`config.mk`:
```
export PLATFORM = sky130hd
export DESIGN_NAME = v16
export DESIGN_NICKNAME = d
export VERILOG_FILES = /design/src/rtl/v16_pkg.sv /design/src/rtl/v16_sequencer.sv /design/src/rtl/v16_action_decode.sv /design/src/rtl/v16.sv
export VERILOG_INCLUDE_DIRS = /design/src /design/src/include
export SDC_FILE = /design/constraint.sdc
export NUM_CORES = 1
export LEC_CHECK = 0
export ABC_AREA = 1
export BUFFER_PORTS_ARGS = -buffer_cell sky130_fd_sc_hd__buf_4
export CAP_MARGIN = 0
export CORE_MARGIN = 1
export CORE_UTILIZATION = 53
export DETAILED_ROUTE_END_ITERATION = 10
export PLACE_DENSITY = 0.77
export SKIP_CTS_REPAIR_TIMING = 1
export SLEW_MARGIN = 20
export SYNTH_ARGS = -nofsm -noshare
export SYNTH_HDL_FRONTEND = slang
export SYNTH_SLANG_ARGS = --single-unit
```
`constraint.sdc`:
```
create_clock -name rst -period 2.3 [get_ports rst]
set_input_delay 0.46 -clock rst [delete_from_list [all_inputs] [get_ports rst]]
set_output_delay 0.46 -clock rst [all_outputs]
set_load 0.02 [all_outputs]
```
`src/include/v16_cfg.svh`:
```
`ifndef V16_CFG_SVH
`define V16_CFG_SVH

// condition inputs x1..x14.
`define V16_NUM_INPUTS 14

// command outputs y1..y18.
`define V16_NUM_OUTPUTS 18

// state code holds the state number 1..17.
`define V16_STATE_BITS 5
`define V16_ACTION_BITS 4

`endif

```
`src/rtl/v16_pkg.sv`:
```
`include "v16_cfg.svh"

package v16_pkg;

	// x1 sits at bit 0.
	typedef logic [`V16_NUM_INPUTS-1:0] x_t;

	// y1 sits at bit 0.
	typedef logic [`V16_NUM_OUTPUTS-1:0] y_t;

	// encoding is the state number.
	typedef enum logic [`V16_STATE_BITS-1:0] {
		st_s1 = 1,
		st_s2 = 2,
		st_s3 = 3,
		st_s4 = 4,
		st_s5 = 5,
		st_s6 = 6,
		st_s7 = 7,
		st_s8 = 8,
		st_s9 = 9,
		st_s10 = 10,
		st_s11 = 11,
		st_s12 = 12,
		st_s13 = 13,
		st_s14 = 14,
		st_s15 = 15,
		st_s16 = 16,
		st_s17 = 17
	} state_t;

	// output actions of the Mealy table.
	typedef enum logic [`V16_ACTION_BITS-1:0] {
		act_none = 0,
		act_y5,
		act_y679,
		act_y678,
		act_y1234,
		act_y1_2_12_13,
		act_y6_to_11,
		act_y13,
		act_y7_9_14_15,
		act_y16,
		act_y8_9_17,
		act_y18,
		act_y123
	} action_t;

endpackage

```
`src/rtl/v16_sequencer.sv`:
```
`include "v16_cfg.svh"

module v16_sequencer (
	input logic rst,
	input logic clk,
	input v16_pkg::x_t x,
	output v16_pkg::action_t action
);

	localparam int pick_w = `V16_STATE_BITS + `V16_ACTION_BITS;

	logic x1, x2, x3, x4, x5, x6, x7, x8, x9, x10, x11, x12, x13, x14;
	v16_pkg::state_t state_q;
	v16_pkg::state_t state_d;
	logic [pick_w-1:0] nxt;
	logic [pick_w-1:0] ten_pick;
	logic [pick_w-1:0] low_pick;

	// next state and action, packed together.
	function automatic logic [pick_w-1:0] go(input v16_pkg::state_t s,
		input v16_pkg::action_t a);
		return {s, a};
	endfunction

	assign {x14, x13, x12, x11, x10, x9, x8, x7, x6, x5, x4, x3, x2, x1} = x;

	//////////////////////////////////////////////////
	// shared subtrees.

	// x13 high, x11 low, x10 high.
	always_comb
	begin
		if (x14 && x3 && x6)
			ten_pick = go(v16_pkg::st_s4, v16_pkg::act_y5);
		else if (!x14 && x5)
			ten_pick = go(v16_pkg::st_s3, v16_pkg::act_y679);
		else
			ten_pick = go(v16_pkg::st_s5, v16_pkg::act_y678);
	end

	// x13 high, x11 low, as seen from s7 and s14.
	always_comb
	begin
		if (x10)
			low_pick = ten_pick;
		else if (x1)
			low_pick = go(v16_pkg::st_s15, v16_pkg::act_y123);
		else if (x3)
			low_pick = go(v16_pkg::st_s1, v16_pkg::act_none);
		else
			low_pick = go(v16_pkg::st_s5, v16_pkg::act_y678);
	end

	//////////////////////////////////////////////////
	// first-match table per state.

	always_comb
	begin
		case (state_q)
			v16_pkg::st_s1:
				if (!x13)
					nxt = go(v16_pkg::st_s8, v16_pkg::act_y1234);
				else if (x11 && x14)
					nxt = go(v16_pkg::st_s2, v16_pkg::act_y5);
				else if (x11)
					nxt = go(v16_pkg::st_s3, v16_pkg::act_y679);
				else if (x10 && x1)
					nxt = ten_pick;
				else if (x10)
					nxt = go(v16_pkg::st_s8, v16_pkg::act_y1234);
				else if (x14)
					nxt = go(v16_pkg::st_s6, v16_pkg::act_y1_2_12_13);
				else if (x1)
					nxt = go(v16_pkg::st_s7, v16_pkg::act_y6_to_11);
				else
					nxt = go(v16_pkg::st_s8, v16_pkg::act_y1234);
			v16_pkg::st_s2:
				if (x11 && x14 && x13 && x1)
					nxt = go(v16_pkg::st_s4, v16_pkg::act_y5);
				else if (x11 && x14 && x13)
					nxt = go(v16_pkg::st_s9, v16_pkg::act_y5);
				else if (!x11 && x10 && x13)
					nxt = go(v16_pkg::st_s1, v16_pkg::act_none);
				else if (!x2)
					nxt = go(v16_pkg::st_s2, v16_pkg::act_none);
				else if (x4)
					nxt = go(v16_pkg::st_s8, v16_pkg::act_y1234);
				else
					nxt = go(v16_pkg::st_s6, v16_pkg::act_y1_2_12_13);
			v16_pkg::st_s3:
				if (!x13 || x14 || (!x11 && !x10))
					nxt = go(v16_pkg::st_s12, v16_pkg::act_y5);
				else if (x11)
					nxt = go(v16_pkg::st_s10, v16_pkg::act_y13);
				else if (!x2)
					nxt = go(v16_pkg::st_s3, v16_pkg::act_none);
				else if (x6)
					nxt = go(v16_pkg::st_s11, v16_pkg::act_y7_9_14_15);
				else
					nxt = go(v16_pkg::st_s10, v16_pkg::act_y13);
			v16_pkg::st_s4:
				if (x14 && x13 && x11)
					nxt = go(v16_pkg::st_s9, v16_pkg::act_y5);
				else if (x14 && x13 && x10 && x4)
					nxt = go(v16_pkg::st_s13, v16_pkg::act_y16);
				else if (x14 && x13 && x10)
					nxt = go(v16_pkg::st_s4, v16_pkg::act_none);
				else if (x3)
					nxt = go(v16_pkg::st_s7, v16_pkg::act_y6_to_11);
				else if (x2)
					nxt = go(v16_pkg::st_s6, v16_pkg::act_y1_2_12_13);
				else
					nxt = go(v16_pkg::st_s4, v16_pkg::act_none);
			v16_pkg::st_s5:
				if (!x13 || (x11 && !x14))
					nxt = go(v16_pkg::st_s4, v16_pkg::act_y5);
				else if (x11 || !x10)
					nxt = go(v16_pkg::st_s1, v16_pkg::act_none);
				else if (!x4)
					nxt = go(v16_pkg::st_s5, v16_pkg::act_none);
				else if (!x3)
					nxt = go(v16_pkg::st_s7, v16_pkg::act_y6_to_11);
				else if (x14)
					nxt = go(v16_pkg::st_s9, v16_pkg::act_y5);
				else
					nxt = go(v16_pkg::st_s6, v16_pkg::act_y1_2_12_13);
			v16_pkg::st_s6:
				if (x11 || !x13 || (x10 == x14))
					nxt = go(v16_pkg::st_s9, v16_pkg::act_y5);
				else if (x10 && !x2)
					nxt = go(v16_pkg::st_s6, v16_pkg::act_none);
				else if (x10 && x6)
					nxt = go(v16_pkg::st_s11, v16_pkg::act_y7_9_14_15);
				else if (x10)
					nxt = go(v16_pkg::st_s10, v16_pkg::act_y13);
				else if (x1)
					nxt = go(v16_pkg::st_s8, v16_pkg::act_y1234);
				else if (x2)
					nxt = go(v16_pkg::st_s7, v16_pkg::act_y6_to_11);
				else
					nxt = go(v16_pkg::st_s14, v16_pkg::act_y5);
			v16_pkg::st_s7:
				if (!x13 || (x11 && !x14))
					nxt = go(v16_pkg::st_s2, v16_pkg::act_y5);
				else if (x11 && x8 && !x1)
					nxt = go(v16_pkg::st_s5, v16_pkg::act_y678);
				else if (x11)
					nxt = go(v16_pkg::st_s12, v16_pkg::act_y5);
				else
					nxt = low_pick;
			v16_pkg::st_s8:
				if (x13 && !x10 && !x11 && x2)
					nxt = go(v16_pkg::st_s7, v16_pkg::act_y6_to_11);
				else
					nxt = go(v16_pkg::st_s14, v16_pkg::act_y5);
			v16_pkg::st_s9:
				if (x14 && x13 && x11 && x1)
					nxt = go(v16_pkg::st_s14, v16_pkg::act_y5);
				else if (x14 && x13 && x11)
					nxt = go(v16_pkg::st_s7, v16_pkg::act_y6_to_11);
				else if (x14 && x13 && x10)
					nxt = go(v16_pkg::st_s13, v16_pkg::act_y16);
				else if (x3)
					nxt = go(v16_pkg::st_s7, v16_pkg::act_y6_to_11);
				else if (x6)
					nxt = go(v16_pkg::st_s3, v16_pkg::act_y679);
				else
					nxt = go(v16_pkg::st_s9, v16_pkg::act_none);
			v16_pkg::st_s10:
				if (!x11)
					nxt = go(v16_pkg::st_s13, v16_pkg::act_y16);
				else if (x4)
					nxt = go(v16_pkg::st_s14, v16_pkg::act_y5);
				else
					nxt = go(v16_pkg::st_s11, v16_pkg::act_y7_9_14_15);
			v16_pkg::st_s11:
				if (!x11 && x4)
					nxt = go(v16_pkg::st_s13, v16_pkg::act_y16);
				else if (!x11)
					nxt = go(v16_pkg::st_s11, v16_pkg::act_none);
				else if (!x5 && x4)
					nxt = go(v16_pkg::st_s14, v16_pkg::act_y5);
				else if (!x5)
					nxt = go(v16_pkg::st_s11, v16_pkg::act_y7_9_14_15);
				else if (x6)
					nxt = go(v16_pkg::st_s13, v16_pkg::act_y16);
				else if (x7)
					nxt = go(v16_pkg::st_s1, v16_pkg::act_none);
				else
					nxt = go(v16_pkg::st_s16, v16_pkg::act_y8_9_17);
			v16_pkg::st_s12:
				if (x11 && x13 && x14 && x5)
					nxt = go(v16_pkg::st_s17, v16_pkg::act_y18);
				else if (x11 && x13 && x14 && x1)
					nxt = go(v16_pkg::st_s14, v16_pkg::act_y5);
				else if ((x11 && x13 && x14) || x3)
					nxt = go(v16_pkg::st_s7, v16_pkg::act_y6_to_11);
				else if (x2)
					nxt = go(v16_pkg::st_s1, v16_pkg::act_none);
				else
					nxt = go(v16_pkg::st_s12, v16_pkg::act_none);
			v16_pkg::st_s13:
				if (x11 && x7)
					nxt = go(v16_pkg::st_s1, v16_pkg::act_none);
				else
					nxt = go(v16_pkg::st_s16, v16_pkg::act_y8_9_17);
			v16_pkg::st_s14:
				if (!x13 && x3)
					nxt = go(v16_pkg::st_s7, v16_pkg::act_y6_to_11);
				else if (!x13 && (x5 ? x7 : x12))
					nxt = go(v16_pkg::st_s5, v16_pkg::act_y678);
				else if (!x13)
					nxt = go(v16_pkg::st_s14, v16_pkg::act_none);
				else if (x11 && x14)
					nxt = go(v16_pkg::st_s12, v16_pkg::act_y5);
				else if (x11)
					nxt = go(v16_pkg::st_s11, v16_pkg::act_y7_9_14_15);
				else
					nxt = low_pick;
			v16_pkg::st_s15:
				if (x3)
					nxt = go(v16_pkg::st_s1, v16_pkg::act_none);
				else
					nxt = go(v16_pkg::st_s5, v16_pkg::act_y678);
			v16_pkg::st_s16:
				if (x11)
					nxt = go(v16_pkg::st_s1, v16_pkg::act_none);
				else if (x4)
					nxt = go(v16_pkg::st_s2, v16_pkg::act_y5);
				else
					nxt = go(v16_pkg::st_s16, v16_pkg::act_none);
			// exit from s17 is fixed, no visit history.
			v16_pkg::st_s17:
				if (x9)
					nxt = go(v16_pkg::st_s13, v16_pkg::act_y16);
				else if (x7)
					nxt = go(v16_pkg::st_s1, v16_pkg::act_none);
				else
					nxt = go(v16_pkg::st_s16, v16_pkg::act_y8_9_17);
			default:
				nxt = go(v16_pkg::st_s1, v16_pkg::act_none);
		endcase
	end

	assign state_d = v16_pkg::state_t'(nxt[pick_w-1:`V16_ACTION_BITS]);
	assign action = v16_pkg::action_t'(nxt[`V16_ACTION_BITS-1:0]);

	//////////////////////////////////////////////////
	// state register.

	always_ff @(posedge rst or negedge clk)
	begin
		if (!clk)
			state_q <= v16_pkg::st_s1;
		else
			state_q <= state_d;
	end

endmodule

```
`src/rtl/v16_action_decode.sv`:
```
module v16_action_decode (
	input v16_pkg::action_t action,
	output v16_pkg::y_t y
);

	// single command bit, n counts from y1.
	function automatic v16_pkg::y_t yb(input int n);
		return v16_pkg::y_t'(1) << (n - 1);
	endfunction

	always_comb
	begin
		case (action)
			v16_pkg::act_none:
				y = '0;
			v16_pkg::act_y5:
				y = yb(5);
			v16_pkg::act_y679:
				y = yb(6) | yb(7) | yb(9);
			v16_pkg::act_y678:
				y = yb(6) | yb(7) | yb(8);
			v16_pkg::act_y1234:
				y = yb(1) | yb(2) | yb(3) | yb(4);
			v16_pkg::act_y1_2_12_13:
				y = yb(1) | yb(2) | yb(12) | yb(13);
			v16_pkg::act_y6_to_11:
				y = yb(6) | yb(7) | yb(8) | yb(9) | yb(10) | yb(11);
			v16_pkg::act_y13:
				y = yb(13);
			v16_pkg::act_y7_9_14_15:
				y = yb(7) | yb(9) | yb(14) | yb(15);
			v16_pkg::act_y16:
				y = yb(16);
			v16_pkg::act_y8_9_17:
				y = yb(8) | yb(9) | yb(17);
			v16_pkg::act_y18:
				y = yb(18);
			v16_pkg::act_y123:
				y = yb(1) | yb(2) | yb(3);
			// spare codes drive nothing.
			default:
				y = '0;
		endcase
	end

endmodule

```
`src/rtl/v16.sv`:
```
module v16 (
	input logic rst,
	input logic clk,
	input v16_pkg::x_t x,
	output v16_pkg::y_t y
);

	// action of the current cycle.
	v16_pkg::action_t action;

	v16_sequencer seq_i (
		.rst(rst),
		.clk(clk),
		.x(x),
		.action(action)
	);

	// outputs stay combinational from state and x.
	v16_action_decode dec_i (
		.action(action),
		.y(y)
	);

endmodule

```
==> impl_metrics.yaml, run 1 <==
status:
  status: "aborted with a tool error"
  lastStage: "5_1_grt"
  stop_error: "[ERROR GRT-0232] Routing congestion too high. Check the congestion heatmap in the GUI."
logic_synthesis:
  ys_seq_area_share_pct: 6.235
  yosys_warnings: 0
  synth_mux_area_share_pct: 0
  syn_area_mm2: 0.002027
  synth-adder-area-share_pct: 0.6173
  synthCells: 419
  synth_cell_types: 33
  syn_area_per_cell_um2: 4.838
  synthXorXnorAreaFrac_pct: 0
  synth_top_family_by_area: "simple AND/OR/NAND/NOR gates"
  yosys_register_bits: 5
  synth_nets: 436
  synth_compound_area_share_pct: 17.04
  synthSimpleGateAreaFrac_pct: 61.30
global_route:
  overflow: 632
  grt_max_degree: 11
  track_usage_pct: 111.0
sta:
  grt-worst-endpoint: "y[6]"
  worst_endpoint_kind: "output port"
placed_design:
  hpwlAfterDp_mm: 7.968
  place.gp.congestion: 1.197
  pre_cts_slack_ns: -0.5006
  portBuffers: 33
  placed_cell_area_mm2: 0.003153
clock_network:
  cts-buffers-inserted: 3
  clockBufferDepth: 2
  cts_max_level: 1
  clock-sinks: 5
  cts-root-buf: "clkbuf_8"
die:
  dieHeight_um: 63.84
  ios: 34
  initial_core_util_pct: 55.37
  rows: 22
  fp.dieW_um: 63.84
[metal layers]
metal,overflow,global-route usage (%)
met2,518,168.8
met5,0,13.89
met3,1,70.18
met1,1,89.78
met4,112,129.3
[stage by stage]
| step | utilization [%] | cells |
|---|---|---|
| CTS | 87.35 | 604 |
| detailed placement | 86.12 | 600 |
| global placement | 86.12 | 600 |
| floorplan | - | 419 |
[cell families after synthesis]
kind of cell             after synthesis
AND/OR/NAND/NOR                      287
flip-flops                             5
buffers and inverters                 67
AO/OA/AOI/OAI                         59
adder cells (fa/ha/maj)                1
[synthesized netlist by cell type (all sizes together)]
library cell | number | area, µm²
dfstp | 1 | 26.28
dfrtp | 4 | 100.1
a211oi | 3 | 22.52
a21oi | 18 | 93.84
o2111ai | 3 | 26.28
o21ai | 23 | 115.1
inv | 54 | 205.2
nor3 | 14 | 70.07
o211ai | 4 | 30.03
ha | 1 | 12.51
o22ai | 3 | 18.77
a22oi | 1 | 7.510
nand3 | 40 | 215.2
clkbuf | 1 | 3.750
nor4 | 1 | 6.260
o221ai | 1 | 8.760
nor2 | 84 | 362.9
nand2 | 141 | 544.3
a31oi | 1 | 6.260
nand4 | 7 | 43.79
buf | 12 | 91.34
a31o | 1 | 8.760
o31ai | 1 | 7.510
==> run 2, diff against run 1 <==
--- a/config.mk
+++ b/config.mk
@@ -10,9 +10,9 @@
 export BUFFER_PORTS_ARGS = -buffer_cell sky130_fd_sc_hd__buf_4
 export CAP_MARGIN = 0
 export CORE_MARGIN = 1
-export CORE_UTILIZATION = 53
+export CORE_UTILIZATION = 38
 export DETAILED_ROUTE_END_ITERATION = 10
-export PLACE_DENSITY = 0.77
+export PLACE_DENSITY_LB_ADDON = 0.15
 export SKIP_CTS_REPAIR_TIMING = 1
 export SLEW_MARGIN = 20
 export SYNTH_ARGS = -nofsm -noshare
==> constraint.sdc (replaced) <==
create_clock -name rst -period 2.99 [get_ports rst]
set_input_delay 0.598 -clock rst [delete_from_list [all_inputs] [get_ports rst]]
set_output_delay 0.598 -clock rst [all_outputs]
set_load 0.02 [all_outputs]
==> impl_metrics.yaml, run 2 <==
status:
  status: "complete, no violations"
die:
  dieHeight_um: 75.04
  fp.coreArea_mm2: 0.005107
  rows: 26
  ios: 34
  fp.dieW_um: 75.04
  initial_core_util_pct: 39.69
  die_area_mm2: 0.005630
logic_synthesis:
  synth_edf_count: 0
  synth_top_family_by_area: "simple AND/OR/NAND/NOR gates"
  synth_cell_types: 33
  synthCells: 419
  syn_area_mm2: 0.002027
  ys_seq_area_share_pct: 6.235
  synth_nets: 436
  synth_common_cells: "135 x nand2_1, 71 x nor2_1, 46 x inv_1, 37 x nand3_1, 21 x o21ai_0"
  synth-async-reset-ratio_pct: 100.0
  yosysMostFrequentCell: "nand2_1"
  synth_mux_area_share_pct: 0
  synth_compound_area_share_pct: 17.04
  synthSimpleGateAreaFrac_pct: 61.30
  synth-adder-area-share_pct: 0.6173
  synth_top_area_cell: "nand2_1"
  synthXorXnorAreaFrac_pct: 0
  synth_top_area_share_pct: 25.00
  syn_area_per_cell_um2: 4.838
  synthTopCellsByArea: "nand2_1 25%, nor2_1 13%, nand3_1 9.1%"
  yosys_register_bits: 5
  dominantRegCellSynth: "dfrtp_1"
  yosys_warnings: 0
layout:
  top_regs: "seq_i.state_q (5)"
  final_cell_mix: "129 x nand2_1, 71 x buf_4, 52 x nor2_1"
  final_common_cell: "nand2_1"
  diodes: 0
  final_area_mm2: 0.002889
  nNetsFinal: 504
  drive_gt1_share_pct: 30.66
  final_cell_count_no_fill: 556
  regMostFlops: "seq_i.state_q"
  largest_register_ffs: 5
  area_delta_synth_final_pct: 42.53
critical_path:
  slowest_delay_ns: 0.60
  cp_cell_sequence: "inv_1, nand2_2, nor2_2, nand2_2, nor2_1, a21oi_2, nand3_1, nor2_4, nand2_1, inv_1, nand2_1, nand2_1, nand2_1, nand2_1, buf_4"
  start_kind: "flip-flop"
  worstSetupPathType: "flip-flop to primary output"
  worstSetupEndpointType: "primary output"
  cp_common_cell: "nand2_1"
  crit_family: "simple AND/OR/NAND/NOR gates"
  crit_path_max_fanout: 5
  crit_required_ns: 2.39
  cpMaxStageDelayCell: "dfstp_2"
  crit_buf_inv: 3
  worstPathArrival_ns: 2.32
global_route:
  track_usage_pct: 33.11
  grt_pass1_vias: 2757
  grt_antenna_before_repair: 0
  grt_max_degree: 13
  grt_pass1_wl_mm: 13.72
  overflow: 0
min_path:
  hold_path_class: "input pin to asynchronous set/reset pin"
sta:
  slew_headroom_pct: 67.56
  clock.fmax_mhz: 343.0
  tightest_slew_ns: 0.4837
  fin_crit_ns: 2.916
  final-setup-viol-count: 0
  finalCritPeriodShare_pct: 97.51
  skew_ns: 0.005548
  finalMaxSlewViolations: 0
  grt_setup_unrepaired: "true"
  hold_viol_final: 0
  whs_ns: 0.1735
placed_design:
  place.gp.congestion: 1.044
  place_inst: 541
  placed_cell_area_mm2: 0.002507
  portBuffers: 33
  hpwlAfterDp_mm: 7.577
clock_network:
  clock-sinks: 5
  cts-root-buf: "clkbuf_8"
  clock_latency_ns: 0.22
  tritoncts: "built"
  cts-buffers-inserted: 3
  clockBufferDepth: 2
  clk_pin_slew_ns: 0.04
  cts_max_level: 1
drt:
  highest_layer: "met4"
  met2RoutedLength_mm: 4.283
  drc: 0
  route.met3.wl_mm: 1.216
  vias: 3249
  vias_per_cell: 5.844
  drtAntennaViolNets: 0
  first_iter_violations: 468
  wl_per_cell_um: 17.16
  wl_met1_mm: 3.517
  drt_wl_total_mm: 9.540
  first_pass_iters: 5
job:
  drv_cap: 0
power_and_ir_drop:
  p_per_area_mw_per_mm2: 725.0
  total_leakage_power_nw: 1.556
  peakVddDrop_uv: 429.7
run 2: path summary, 6_finish.rpt:
kind / cells after the start / slack, ns / to / start
setup / recovery: 15 / 0.07 / y[7] / seq_i.state_q[0]
hold / removal: 1 / 0.17 / seq_i.state_q[3] / clk
setup reg to reg: 9 / 0.95 / seq_i.state_q[0] / seq_i.state_q[4]
hold reg to reg: 4 / 0.84 / seq_i.state_q[0] / seq_i.state_q[2]
max in group asynchronous: 1 / 2.62 / seq_i.state_q[0] / clk
min in group rst: 3 / 0.83 / seq_i.state_q[3] / x[3]
run 2: kinds of logic after synthesis:
family                   Yosys count
AO/OA/AOI/OAI                     59
adder cells (fa/ha/maj)            1
AND/OR/NAND/NOR                  287
flip-flops                         5
buffers and inverters             67
run 2: per-layer routing:
| layer | GRT usage [%] | vias to the layer above |
|---|---|---|
| met4 | 18.66 | 0 |
| met3 | 4.418 | 52 |
| met2 | 52.05 | 287 |
| li1 | - | 1493 |
| met5 | 0 | - |
| met1 | 43.53 | 1417 |
run 2: final cells by class:
| type | instances | area, µm² |
|---|---|---|
| sequential | 5 | 130.1 |
| timing repair buffer | 75 | 578.1 |
| inverter | 54 | 210.2 |
| clock buffer | 4 | 45.04 |
| fill | 544 | 2218 |
| tap | 70 | 87.58 |
| multi-input combinational | 348 | 1838 |
run 2: stage by stage:
stage	setup TNS (ns)	worst slack (ns)	utilization (%)	power [mW]
final	0	0.07449	56.57	2.095
after global routing	-0.1339	-0.02542	56.57	2.250
after CTS	-0.2058	-0.04651	49.98	1.830
after detailed placement	-0.1846	-0.04221	49.09	1.696
after global placement	-0.4611	-0.08344	49.09	1.714
after floorplan	0	0.1227	-	1.146
run 2: report_power, final:
part	leakage [nW]	internal, mW	switching (mW)
Combinational	1.47	0.649	1.14
Sequential	0.0582	0.111	0.0717
Clock	0.0228	0.0917	0.0346
Total	1.56	0.851	1.24
No activity file was read; power rests on OpenSTA's default activity.
==> run 3, diff against run 2 <==
--- a/config.mk
+++ b/config.mk
@@ -6,12 +6,12 @@
 export SDC_FILE = /design/constraint.sdc
 export NUM_CORES = 1
 export LEC_CHECK = 0
-export ABC_AREA = 1
 export BUFFER_PORTS_ARGS = -buffer_cell sky130_fd_sc_hd__buf_4
 export CAP_MARGIN = 0
-export CORE_MARGIN = 1
-export CORE_UTILIZATION = 38
+export CORE_AREA = 2 2 63 65
+export CTS_BUF_LIST = sky130_fd_sc_hd__clkbuf_16
 export DETAILED_ROUTE_END_ITERATION = 10
+export DIE_AREA = 0 0 65 67
 export PLACE_DENSITY_LB_ADDON = 0.15
 export SKIP_CTS_REPAIR_TIMING = 1
 export SLEW_MARGIN = 20
==> impl_metrics.yaml, run 3 <==
logic_synthesis:
  synthCells: 342
  synth-async-reset-ratio_pct: 100.0
  syn_area_mm2: 0.002116
  synth_cell_types: 64
  synth_top_area_share_pct: 7.274
  syn_area_per_cell_um2: 6.186
  synth_edf_count: 0
  synth_common_cells: "41 x nand2_1, 31 x nor2_1, 30 x a21oi_1, 28 x o21ai_0, 15 x nand3_1"
  yosys_register_bits: 5
  synth_top_area_cell: "nand2_1"
  synthTopCellsByArea: "nand2_1 7.3%, a21oi_1 7.1%, o21ai_0 6.6%"
  yosysMostFrequentCell: "nand2_1"
  ys_seq_area_share_pct: 5.973
  yosys_warnings: 0
  synth_nets: 359
  dominantRegCellSynth: "dfrtp_1"
die:
  initial_core_util_pct: 58.67
  dieHeight_um: 67
  ios: 34
  rows: 22
  fp.dieW_um: 65
status:
  lastStage: "5_1_grt"
  stop_error: "[ERROR GRT-0116] Global routing finished with congestion. Check the congestion regions in the DRC Viewer."
  status: "aborted with a tool error"
clock_network:
  clock-sinks: 5
  cts_max_level: 1
  clockBufferDepth: 2
  cts-buffers-inserted: 3
  cts-root-buf: "clkbuf_16"
global_route:
  overflow: 31
  grt_pass1_wl_mm: 24.81
  grt_pass1_vias: 4473
  grt_max_degree: 17
  track_usage_pct: 76.43
placed_design:
  portBuffers: 33
  place.gp.congestion: 1.262
  placed_cell_area_mm2: 0.003314
  hpwlAfterDp_mm: 9.785
run 3: changes by cell type after synthesis, sizes merged, moves of 6 or more:
cell / delta
a31oi: +10
nor2: -53
nor2b: +7
inv: -43
nand2b: +7
buf: +9
a21oi: +12
clkbuf: +13
nor3b: +6
and3: +8
nand2: -100
nand3: -24
run 3: cell families after synthesis:
kind of cell             count (synthesis)  share of synthesized area [%]
AND/OR/NAND/NOR                        164                          42.64
buffers and inverters                   47                          11.06
flip-flops                               5                          5.973
XOR/XNOR                                 1                         0.4140
AO/OA/AOI/OAI                          122                          38.38
multiplexers                             2                         0.9462
adder cells (fa/ha/maj)                  1                         0.5913
run 3: per-stage QoR:
| step | instances | setup WS, ns |
|---|---|---|
| 3_3_place_gp | 519 | -0.2948 |
| 3_5_place_dp | 519 | -0.4309 |
| 2_1_floorplan | 342 | -0.3084 |
| 4_1_cts | 523 | -0.4995 |
run 3: routing by layer:
layer  GRT usage (%)  GRT overflow
met5           34.72             0
met4           79.79            18
met3           59.46             0
met2           94.85            11
met1           73.91             2
